`src/hdl/wb_bus_pkg.sv`:
```
/* Wishbone bus shape
   Widths of the 32-bit pipelined slave port and of the bank-side word address */
package wb_bus_pkg;

	// Data path
	localparam int DATA_W = 32;
	localparam int BYTE_W = 8;
	localparam int SEL_W = DATA_W / BYTE_W;

	// Byte address as seen on the external port
	localparam int ADDR_W = 16;

	// Low address bits that pick a byte within a word
	localparam int LANE_BITS = 2;

	// Word index handed to the banks once the lane bits are dropped
	localparam int WORD_ADDR_W = ADDR_W - LANE_BITS;

endpackage

```
`src/hdl/mem_map_pkg.sv`:
```
/* Memory map of the subsystem
   Bank decode result, base addresses, sizes and stall delays of both banks */
package mem_map_pkg;

	typedef enum logic [1:0] {
		FAST_BANK,
		SLOW_BANK,
		NO_BANK
	} bank_e;

	// Zero wait-state bank
	localparam logic [wb_bus_pkg::ADDR_W-1:0] FAST_BASE = 16'h0000;
	localparam int FAST_WORDS = 256;
	localparam int FAST_DELAY = 0;

	// Slow device, stalls after every accepted request
	localparam logic [wb_bus_pkg::ADDR_W-1:0] SLOW_BASE = 16'h1000;
	localparam int SLOW_WORDS = 1024;
	localparam int SLOW_DELAY = 3;

	// Bases as word indexes, for the bank-relative address
	localparam logic [wb_bus_pkg::WORD_ADDR_W-1:0] FAST_BASE_W =
		FAST_BASE[wb_bus_pkg::ADDR_W-1:wb_bus_pkg::LANE_BITS];
	localparam logic [wb_bus_pkg::WORD_ADDR_W-1:0] SLOW_BASE_W =
		SLOW_BASE[wb_bus_pkg::ADDR_W-1:wb_bus_pkg::LANE_BITS];

endpackage

```
`src/hdl/wb_bank_router.sv`:
```
/* Bank router for the memory subsystem
   Decodes the address, steers the strobe and merges both bank responses */
`timescale 1ns/1ps

module wb_bank_router (
	input  logic                                clk_i,
	input  logic                                rst_i,
	input  logic                                cyc_i,
	input  logic                                stb_i,
	input  logic                                we_i,
	input  logic [wb_bus_pkg::ADDR_W-1:0]      addr_i,
	input  logic [wb_bus_pkg::DATA_W-1:0]      data_i,
	input  logic [wb_bus_pkg::SEL_W-1:0]       sel_i,
	output logic                                fast_stb_o,
	output logic                                slow_stb_o,
	output logic                                bank_cyc_o,
	output logic                                bank_we_o,
	output logic [wb_bus_pkg::WORD_ADDR_W-1:0] bank_addr_o,
	output logic [wb_bus_pkg::DATA_W-1:0]      bank_data_o,
	output logic [wb_bus_pkg::SEL_W-1:0]       bank_sel_o,
	input  logic                                fast_stall_i,
	input  logic                                fast_ack_i,
	input  logic [wb_bus_pkg::DATA_W-1:0]      fast_data_i,
	input  logic                                slow_stall_i,
	input  logic                                slow_ack_i,
	input  logic [wb_bus_pkg::DATA_W-1:0]      slow_data_i,
	output logic                                stall_o,
	output logic                                ack_o,
	output logic                                err_o,
	output logic [wb_bus_pkg::DATA_W-1:0]      data_o
);

	logic [wb_bus_pkg::WORD_ADDR_W-1:0] word_addr;
	logic [wb_bus_pkg::WORD_ADDR_W-1:0] fast_off;
	logic [wb_bus_pkg::WORD_ADDR_W-1:0] slow_off;
	mem_map_pkg::bank_e                 bank_sel;
	logic                               accept;
	logic                               pend_slow_q;

	assign word_addr = addr_i[wb_bus_pkg::ADDR_W-1:wb_bus_pkg::LANE_BITS];

	// Below a base the subtraction wraps, so one compare covers both ends
	assign fast_off = word_addr - mem_map_pkg::FAST_BASE_W;
	assign slow_off = word_addr - mem_map_pkg::SLOW_BASE_W;

	always_comb begin
		if (fast_off < mem_map_pkg::FAST_WORDS) begin
			bank_sel = mem_map_pkg::FAST_BANK;
		end else if (slow_off < mem_map_pkg::SLOW_WORDS) begin
			bank_sel = mem_map_pkg::SLOW_BANK;
		end else begin
			bank_sel = mem_map_pkg::NO_BANK;
		end
	end

	assign fast_stb_o = stb_i && (bank_sel == mem_map_pkg::FAST_BANK);
	assign slow_stb_o = stb_i && (bank_sel == mem_map_pkg::SLOW_BANK);
	assign bank_cyc_o = cyc_i;
	assign bank_we_o = we_i;
	assign bank_data_o = data_i;
	assign bank_sel_o = sel_i;
	assign bank_addr_o = (bank_sel == mem_map_pkg::SLOW_BANK) ? slow_off : fast_off;

	// Unmapped requests never stall and are taken at once
	always_comb begin
		case (bank_sel)
			mem_map_pkg::FAST_BANK: stall_o = fast_stall_i;
			mem_map_pkg::SLOW_BANK: stall_o = slow_stall_i;
			default: stall_o = 1'b0;
		endcase
	end

	assign accept = cyc_i && stb_i && !stall_o;

	always_ff @(posedge clk_i) begin
		if (rst_i) begin
			err_o <= 1'b0;
			pend_slow_q <= 1'b0;
		end else begin
			err_o <= accept && (bank_sel == mem_map_pkg::NO_BANK);
			if (accept && (bank_sel != mem_map_pkg::NO_BANK)) begin
				pend_slow_q <= (bank_sel == mem_map_pkg::SLOW_BANK);
			end
		end
	end

	// The flag names the bank that was accepted last, which is the one answering now
	assign ack_o = fast_ack_i || slow_ack_i;
	assign data_o = pend_slow_q ? slow_data_i : fast_data_i;

	a_one_bank_ack: assert property (
		@(posedge clk_i) disable iff (rst_i)
		!(fast_ack_i && slow_ack_i)
	) else $error("wb_bank_router: both banks acked together");

	a_err_excl_ack: assert property (
		@(posedge clk_i) disable iff (rst_i)
		err_o |-> !ack_o
	) else $error("wb_bank_router: err and ack in the same cycle");

endmodule

```
`config.mk`:
```
export PLATFORM = sky130hd
export DESIGN_NAME = wb_bank_router
export DESIGN_NICKNAME = d
export VERILOG_FILES = /design/src/hdl/wb_bus_pkg.sv /design/src/hdl/mem_map_pkg.sv /design/src/hdl/wb_bank_router.sv
export SDC_FILE = /design/constraint.sdc
export NUM_CORES = 1
export LEC_CHECK = 0
export ABC_AREA = 1
export BUFFER_PORTS_ARGS = -buffer_cell sky130_fd_sc_hd__buf_2
export CAP_MARGIN = 20
export CELL_PAD_IN_SITES_DETAIL_PLACEMENT = 1
export CELL_PAD_IN_SITES_GLOBAL_PLACEMENT = 1
export CORE_MARGIN = 2
export CORE_UTILIZATION = 15
export CTS_CLUSTER_DIAMETER = 120
export DETAILED_ROUTE_END_ITERATION = 16
export PLACE_DENSITY_LB_ADDON = 0.05
export SYNTH_ARGS = -nofsm -noshare
export SYNTH_HDL_FRONTEND = slang
export SYNTH_SLANG_ARGS = --single-unit
export TNS_END_PERCENT = 10
```
`constraint.sdc`:
```
create_clock -name clk_i -period 1.8 [get_ports clk_i]
set_input_delay 0 -clock clk_i [delete_from_list [all_inputs] [get_ports clk_i]]
set_output_delay 0 -clock clk_i [all_outputs]
set_load 0.02 [all_outputs]
```
# Yosys cells after proc, flatten, opt, wreduce, memory -nomap -nowiden

Index checks and enable logic that the tools add are counted.
Widths: inputs -> output; s select.

Output and inout port bits: 89
Bits of input ports: 125
Bits in registers: 2
Word-level logic and storage cells: 22

$lt $le $gt $ge: 2
Multiplexer cells: 5
Equal/unequal tests: 3
Add/sub/neg operators: 1
Reduce and logical (&&, ||, !) cells: 9

Operators by type and width:

| cell                   | count |
|---|---|
| $mux 32                | 1 |
| $lt 14x11->1 const B   | 1 |
| $lt 14x9->1 const B    | 1 |
| $mux 14                | 1 |
| $sub 14x11->14 const B | 1 |
| $logic_and 1x1->1      | 6 |
| $mux 2                 | 2 |
| $eq 2x1->1 const B     | 1 |
| $eq 2x2->1 const B     | 1 |
| $logic_not 2->1        | 1 |
| $ne 2x2->1 const B     | 1 |
| $pmux 1 s2             | 1 |
| $logic_not 1->1        | 1 |
| $logic_or 1x1->1       | 1 |

# Logic depth before layout (Yosys ltp)

Gate-level depths: netlist of run 1.

Depth after elaboration: 9
Gate-level depth with buffers: 11
Depth with buffers taken out: 11

# Worst setup path before layout of run 1

OpenSTA, ideal clock, no wires.

Path kind: in2reg
Start point: input addr_i[12] (netlist name)
End point: register err_o
Setup time: 122 ps
Arrival: 938 ps
Path buffers: 0
Data required time: 1678 ps
Stages: 9
Setup slack: 740 ps
Cell sequence: inv_1 -> ha_1 -> inv_1 -> nand2_1 -> nand2_2 -> nor2_4 -> nand3_1 -> nand2_1 -> nor4_2

Word-level cells in the longest chain between the ends: 9
Elaborated cells on any way between the ends: 12
Those cells by class: add/sub (1); order compare (2); eq/ne (2); mux (3); reduce/logical (4)

RTL lines:

| item                                          | line                 | text |
|---|---|---|
| start, declared                               | wb_bank_router.sv:11 | `input logic [wb_bus_pkg::ADDR_W-1:0] addr_i,` |
| $sub 14x11->14                                | wb_bank_router.sv:44 | `assign slow_off = word_addr - mem_map_pkg::SLOW_BASE_W;` |
| $lt 14x11->1                                  | wb_bank_router.sv:49 | `end else if (slow_off < mem_map_pkg::SLOW_WORDS) begin` |
| $mux 2                                        | wb_bank_router.sv:49 |  |
| $mux 2 (*)                                    | wb_bank_router.sv:47 | `if (fast_off < mem_map_pkg::FAST_WORDS) begin` |
| $eq 2x1->1 or $logic_not 2->1 (tied branches) | wb_bank_router.sv:66 | `case (bank_sel)` |
| $pmux 1 s2 (*)                                | wb_bank_router.sv:66 |  |
| net stall_o                                   | wb_bank_router.sv:27 | `output logic stall_o,` |
| $logic_not 1->1 (*)                           | wb_bank_router.sv:73 | `assign accept = cyc_i && stb_i && !stall_o;` |
| $logic_and 1x1->1 (*)                         | wb_bank_router.sv:73 |  |
| $logic_and 1x1->1 (*)                         | wb_bank_router.sv:80 | `err_o <= accept && (bank_sel == mem_map_pkg::NO_BANK);` |
| end signal, assigned                          | wb_bank_router.sv:80 |  |
| end, declared                                 | wb_bank_router.sv:29 | `output logic err_o,` |

The timed path passes the listed nets; every way through them passes the cells marked *.
A chain may end at the register's enable or synchronous reset.

# Worst setup path after layout of run 1

Start point: register pend_slow_q
End point: output data_o[18] (netlist name)

Word-level cells in the longest chain between the ends: 1

RTL lines:

| item                   | line                 | text |
|---|---|---|
| start, declared        | wb_bank_router.sv:38 | `logic pend_slow_q;` |
| start signal, assigned | wb_bank_router.sv:82 | `pend_slow_q <= (bank_sel == mem_map_pkg::SLOW_BANK);` |
| $mux 32                | wb_bank_router.sv:89 | `assign data_o = pend_slow_q ? slow_data_i : fast_data_i;` |
| end, declared          | wb_bank_router.sv:30 | `output logic [wb_bus_pkg::DATA_W-1:0] data_o` |

Every way passes these cells.

==> key figures, run 1 <==
Die
  – Die W: 87.9 um
  – Row cnt: 30
  – Die height: 87.9 um
  – Die ar.: 0.00772 mm^2
  – Initial Util: 15.5%
  – # IOs: 214
  – Core Area: 0.00679 mm^2

Routing
  – Drt first pass iters: 4
  – WL/cell: 12.9 um
  – Met3 WL: 630 um
  – Vias: 1,113
  – Drt drc: 0
  – WL met2: 1.68 mm
  – Highest metal used: met4
  – Total wire length: 3.90 mm
  – Vias per inst: 3.67
  – Post-DRT Antenna Nets: 0
  – M1 WL: 1.52 mm
  – Starting DRT DRC Count: 9

CTS
  – # clock sinks: 2
  – TritonCTS buffer count: 3
  – CTS root buffer: clkbuf_8
  – Clock latency on the worst-skew pair: roughly 0.21 ns
  – Htree depth: 1
  – CTS resizes: 0
  – Setup Fix Bufs, Post-CTS: 0
  – CTS tree: built
  – Max Root-Sink Buffers: 2
  – CTS Hold Buffers Added: 1
  – Worst-path clk slew: 0.03 ns

Logic synthesis
  – Yosys top cell area share: 34.2%
  – Ys flop type: dfxtp_1
  – Gate Count Post-Synth: 132
  – Synth top cells by count: 48 x buf_4, 27 x mux2_2, 10 x inv_1, 9 x nand2_1
  – Post-synth ARST share: 0%
  – Synthesized flop and latch total: 2
  – Mapped cell area: around 0.0011 mm^2
  – Synth area leaders: buf_4 34%, mux2_2 29%, mux2_1 5.3%
  – Post-synth EDFFs: 0
  – Yosys warns: 0
  – Syn_area_per_cell: 7.99 um^2
  – Sequential area share after synthesis: 3.80%
  – Count leader, synth: buf_4
  – Netlist cell types: 24
  – Syn Nets: 260
  – Area leader, netlist: buf_4

Timing
  – Worst setup margin: 0.422 ns
  – Final Critical Period: 1.38 ns
  – Total negative slack: 0 ns
  – Slew Viols, Final: 0
  – Final setup vio count: 0
  – Final Skew: 0 ns
  – Period utilisation layout: 76.5%
  – Worst slew pin tran: 0.311 ns
  – Slew HR: between 70 and 80%
  – RSZ-0062 raised after global routing: no
  – FMAX: 726 MHz
  – Fin. Hold Viols: 0

Final layout
  – FF/Latch Area: approximately 40 um^2
  – Non-Filler Instances: 303
  – Filler cell count: 840
  – Multi-input logic area: 572 um^2
  – Syn-to-layout area delta: 37.5%
  – Ant diodes: 0
  – Share of cells above drive strength 1: 79.2%
  – Fin nets: 337

Placement
  – Pre-CTS setup slack: 0.484 ns
  – Port Buf Inserts: roughly 120
  – DP Cell Count: approximately 300
  – Final HPWL DP: approximately 3.6 mm
  – GPL Wtd Cong: between 0.7 and 0.8

Setup path
  – Critical Path Start Type: register
  – CP Capture Type: output pin
  – Worst-path fanout max: 24
  – Worst endpoint data arrival time: 1.38 ns
  – Crit path kind: reg -> out
  – Required time worst endpoint: roughly 1.8 ns

Global routing
  – Largest net degree at the start of global routing: 25
  – GRT Util Overall: 8.84%
  – Total gr overflow: 0
  – Initial antenna violation count: 0
  – Vias in the first global route: 1,076
  – First-pass GRT wire length: 5.29 mm

Pwr
  – Worst VDD drop: 0.114 mV
  – Pwr/cell area: ~360 mW/mm^2
  – Leak: 0.806 nW

Run
  – Max_cap viols: 0

Min path
  – Hold WC Path Type: in -> out

Outcome
  – Status: completed
[flip-flops by register name, indices dropped and copies added (netlist names)]
signal,count
err_o,1
pend_slow_q,1
[path summary, 6_finish.rpt]
path / depth (start not counted) / endpoint / slack, ns / start
max: 3 / data_o[18] / 0.42 / pend_slow_q
min: 0 / bank_data_o[9] / 0.000009 / data_i[9]
max reg2reg: 3 / pend_slow_q / 0.89 / pend_slow_q
min reg2reg: 3 / pend_slow_q / 0.73 / pend_slow_q
[power by group]
part | internal [mW] | total [mW] | switching (mW)
Clock | 0.141 | 0.172 | 0.0312
Sequential | 0.0461 | 0.0464 | 0.000328
Combinational | 0.142 | 0.302 | 0.159
[through the flow]
step	hold slack, ns	utilization [%]	power [mW]	cell area (um^2)
2_1_floorplan	0.0624	-	0.356	1050
3_3_place_gp	0.000137	20.6	0.349	1400
3_5_place_dp	0.000137	20.6	0.352	1400
4_1_cts	0.000137	21.3	0.532	1450
5_1_grt	0.0000293	21.3	0.562	1450
6_report	0.00000882	21.3	0.520	1450
[logic make-up after synthesis]
family | synth area share [%]
buffers and inverters | 42.0
AND/OR/NAND/NOR | 13.9
multiplexers | 34.2
XOR/XNOR | 0.831
flip-flops | 3.80
AO/OA/AOI/OAI | 1.78
adder cells (fa/ha/maj) | 3.56
[layout by cell type (no fill, tap or decap)]
| master | count |
|---|---|
| buf_2 | 121 |
| mux2_2 | 27 |
| inv_1 | 10 |
| nand2_1 | 9 |
| nor2_1 | 5 |
| mux2_1 | 5 |
| nand2_2 | 4 |
| nand3_1 | 3 |
| ha_1 | 3 |
| clkbuf_8 | 3 |
| nand4_1 | 2 |
| dfxtp_1 | 2 |
| buf_4 | 2 |
| inv_2 | 1 |
| nor2_4 | 1 |
| a21oi_1 | 1 |
| nand2_4 | 1 |
| clkinv_2 | 1 |
| o21ai_1 | 1 |
| xor2_1 | 1 |
| or2_2 | 1 |
| a21oi_2 | 1 |
| nor4_2 | 1 |
| dlygate4sd3_1 | 1 |
[worst max-delay path, stage by stage (launching register included)]
cell	delay, ns
dfxtp_1	0.31
buf_4	0.30
mux2_2	0.39
buf_2	0.16
[metal layers]
layer	up-vias	GRT usage, %
met5	-	0
met4	0	3.78
met3	10	3.77
met2	103	13.8
met1	471	10.6
li1	529	-
[layout make-up]
type / count / share of cell area (%)
timing repair buffer: 124 / 43.5
multi-input combinational: 66 / 39.4
inverter: 12 / 3.19
sequential: 2 / 2.76
clock buffer: 3 / 2.85
tap: 96 / 8.28
No activity file was read; power rests on OpenSTA's default activity.
==> inputs of run 2 (changes only) <==
Settings changed: ABC_AREA 1 to 0, CORE_UTILIZATION 15 to 12.
Clock period 1.8 ns to 1.1 ns, I/O delays scaled along.
==> key figures, run 2 <==
Run
  – Max_cap viols: 0 (unchanged)

Global routing
  – GRT Util Overall: 7.87% (-0.96 points)
  – Busiest layer in global routing: met2
  – Met2 GRT Util: 16.1% (+2.3 points)
  – Grt met3 use: 3.05% (-0.72 points)
  – Total gr overflow: 0 (unchanged)
  – Met1 global-route usage: 6.33% (-4.2 points)
  – Vias in the first global route: 1,216 (+13%)
  – First-pass GRT wire length: 5.58 mm (+5.5%)
  – Initial antenna violation count: 0 (unchanged)
  – Largest net degree at the start of global routing: 12 (-52%)

Setup path
  – Worst endpoint data arrival time: 1.26 ns (-0.12 ns)
  – Required time worst endpoint: 1.10 ns (-0.70 ns)
  – R2r setup slk: 0.11 ns (-0.78 ns)
  – Critical Path Start Type: register
  – Crit path kind: reg -> out
  – Worst-path cell chain: buf_12 > mux2_2 > buf_2
  – CP Capture Type: output pin
  – Worst-path fanout max: 11 (-54%)
  – Slowest stage cell, crit path: dfxtp_4
  – CP peak stage delay: 0.40 ns (about the same)

Outcome
  – Failing checks: negative setup slack
  – Status: complete, but fails checks

Timing
  – Final setup vio count: 35 (+35)
  – Hold WS: 0.00000777 ns (-0.00000105 ns)
  – Slew Viols, Final: 0 (unchanged)
  – Worst setup margin: -0.159 ns (-0.581 ns)
  – Period utilisation layout: 114%
  – Worst slew pin tran: 0.254 ns (-0.0573 ns)
  – Total negative slack: -4.59 ns (-4.59 ns)
  – RSZ-0062 raised after global routing: yes
  – Final Critical Period: roughly 1.3 ns
  – Final Skew: 0 ns (unchanged)
  – FMAX: 794 MHz
  – Slew HR: 83.0% (+3.8 points)
  – Fin. Hold Viols: 0 (unchanged)

Logic synthesis
  – Synth area leaders: buf_4 36%, mux2_2 36%, dfxtp_1 3.9%
  – Synth top cells by count: 48 x buf_4, 32 x mux2_2, 5 x inv_1, 4 x buf_2, 3 x ha_1
  – Yosys warns: 0 (unchanged)
  – Post-Synth XOR/XNOR Area: 1.73% (+0.90 points)
  – Mapped cell area: 0.00101 mm^2 (-3.8%)
  – Syn Nets: 243 (-6.5%)
  – Post-synth EDFFs: 0 (unchanged)
  – Ys flop type: dfxtp_1
  – Synth Area in Compound Gates: 6.66% (+4.9 points)
  – Area share of fa/ha/maj cells after synthesis: 3.70% (+0.14 points)
  – Largest family of logic cells by synthesized area: buffers and inverters
  – Netlist cell types: 25 (+4.2%)
  – Syn_area_per_cell: 8.82 um^2 (+10%)
  – Sequential area share after synthesis: 3.95% (+0.15 points)
  – Synthesized flop and latch total: 2 (unchanged)
  – Yosys top cell area share: 35.5% (+1.3 points)
  – Post-synth ARST share: 0% (unchanged)
  – Post-Synth Simple-Gate Area: 8.14% (-5.7 points)
  – Area leader, netlist: buf_4
  – Mux cell area share after synthesis: 36.5% (+2.3 points)
  – Gate Count Post-Synth: 115 (-13%)
  – Count leader, synth: buf_4

Pwr
  – Worst VDD drop: 0.186 mV (+62%)
  – Leak: 0.885 nW (+9.7%)
  – Pwr/cell area: 540 mW/mm^2 (+51%)
  – Final Power: 0.960 mW (+85%)

Die
  – Core Area: 0.00822 mm^2 (+21%)
  – Die W: 96.0 um (+9.2%)
  – Row cnt: 33 (+10%)
  – Die height: 96.0 um (+9.2%)
  – Die ar.: 0.00921 mm^2 (+19%)
  – Initial Util: 12.3% (-3.2 points)
  – # IOs: 214 (unchanged)

Final layout
  – Non-Filler Instances: 305 (+0.66%)
  – Fin nets: 330 (-2.1%)
  – Ant diodes: 0 (unchanged)
  – Share of cells above drive strength 1: 94.5% (+15 points)
  – Final core area utilization: 21.6% (+0.29 points)
  – FF/Latch Area: 43.8 um^2 (+9.4%)
  – Top flop regs: err_o x1, pend_slow_q x1
  – Syn-to-layout area delta: 75.2%
  – Most common cell after layout, fill and taps aside: buf_2
  – Multi-input logic area: 676 um^2 (+18%)
  – Filler cell count: 1,001 (+19%)
  – Most frequent cells in the layout: 102 x buf_2, 25 x mux2_2, 15 x buf_6

Placement
  – GPL Wtd Cong: 0.758 (+1.6%)
  – Final HPWL DP: 3.69 mm (+3.9%)
  – DP Cell Count: 299 (unchanged)
  – Port Buf Inserts: 121 (unchanged)

Routing
  – Post-DRT Antenna Nets: 0 (unchanged)
  – Drt drc: 0 (unchanged)
  – Drt first pass iters: 2 (-2)
  – Total wire length: 4.32 mm (+11%)
  – WL/cell: 14.2 um (+10%)
  – Vias: 1,143 (+2.7%)
  – Vias per inst: 3.75 (+2.0%)
  – Starting DRT DRC Count: 1 (-8)

CTS
  – CTS root buffer: clkbuf_8
  – CTS tree: built
  – Max Root-Sink Buffers: 2 (unchanged)
  – Clock latency on the worst-skew pair: 0.21 ns (about the same)
  – # clock sinks: 2 (unchanged)
  – TritonCTS buffer count: 3 (unchanged)
  – CTS Hold Buffers Added: 0 (-1)
  – Worst-path clk slew: 0.03 ns (about the same)
  – Htree depth: 1 (unchanged)

Min path
  – Hold WC Path Type: in -> out
-- run 2: cell types whose count changed after synthesis, moves of 3 or more --
cell     previous run  this run
nand2_1             9         1
nor2_1              5         2
mux2_2             27        32
mux2_1              5         0
nand3_1             3         0
inv_1              10         5
nand2_2             4         0
-- run 2: worst max-delay path: cells and delay by family (launching register included) --
| kind | cells | cell delay (ns) |
|---|---|---|
| buffers and inverters | 2 | 0.32 |
| DFF | 1 | 0.40 |
| muxes | 1 | 0.34 |
-- run 2: stage by stage --
step,setup WS (ns),instance area [um^2]
2_1_floorplan,-0.0129,1030
3_3_place_gp,-0.218,1480
3_5_place_dp,-0.261,1480
4_1_cts,-0.194,1600
5_1_grt,-0.197,1780
6_report,-0.159,1780
-- run 2: where the power goes --
group / switching, mW / leakage (nW) / internal, mW
Sequential: 0.00123 / 0.0171 / 0.0729
Clock: 0.0531 / 0.0216 / 0.231
Combinational: 0.279 / 0.846 / 0.323
-- run 2: final timing paths --
path,from,end,depth (start not counted)
min reg2reg,pend_slow_q,pend_slow_q,3
min,we_i,bank_we_o,0
max reg2reg,pend_slow_q,pend_slow_q,3
max,pend_slow_q,data_o[6],3
-- run 2: logic make-up after synthesis --
| kind of cell | Yosys count |
|---|---|
| DFF | 2 |
| buffers and inverters | 57 |
| muxes | 33 |
| and+or+nand+nor | 10 |
| adders and majority gates | 3 |
| AOI/OAI and AO/OA | 8 |
| xor gates and xnor gates | 2 |
-- run 2: cell type report --
class                   instances  share of cell area, %
repair buffers                134                   48.5
multi-input cells              56                   38.0
clock buffers                   3                   2.32
well taps                     105                   7.39
inverters                       5                   1.34
flip-flops and latches          2                   2.46
-- run 2: what timing repair did --
action / in CTS / in global routing
endpoints found under the setup margin: 38 / 40
pin swaps: 4 / 6
gates cloned: 1 / 0
gates resized for setup: 16 / 50
buffers inserted: 2 / 1
-- run 2: routing by layer --
metal / up-vias / part of all wire, %
met5: - / 0
met4: 0 / 1.7
met3: 12 / 14
met2: 95 / 55
met1: 521 / 29
li1: 515 / -
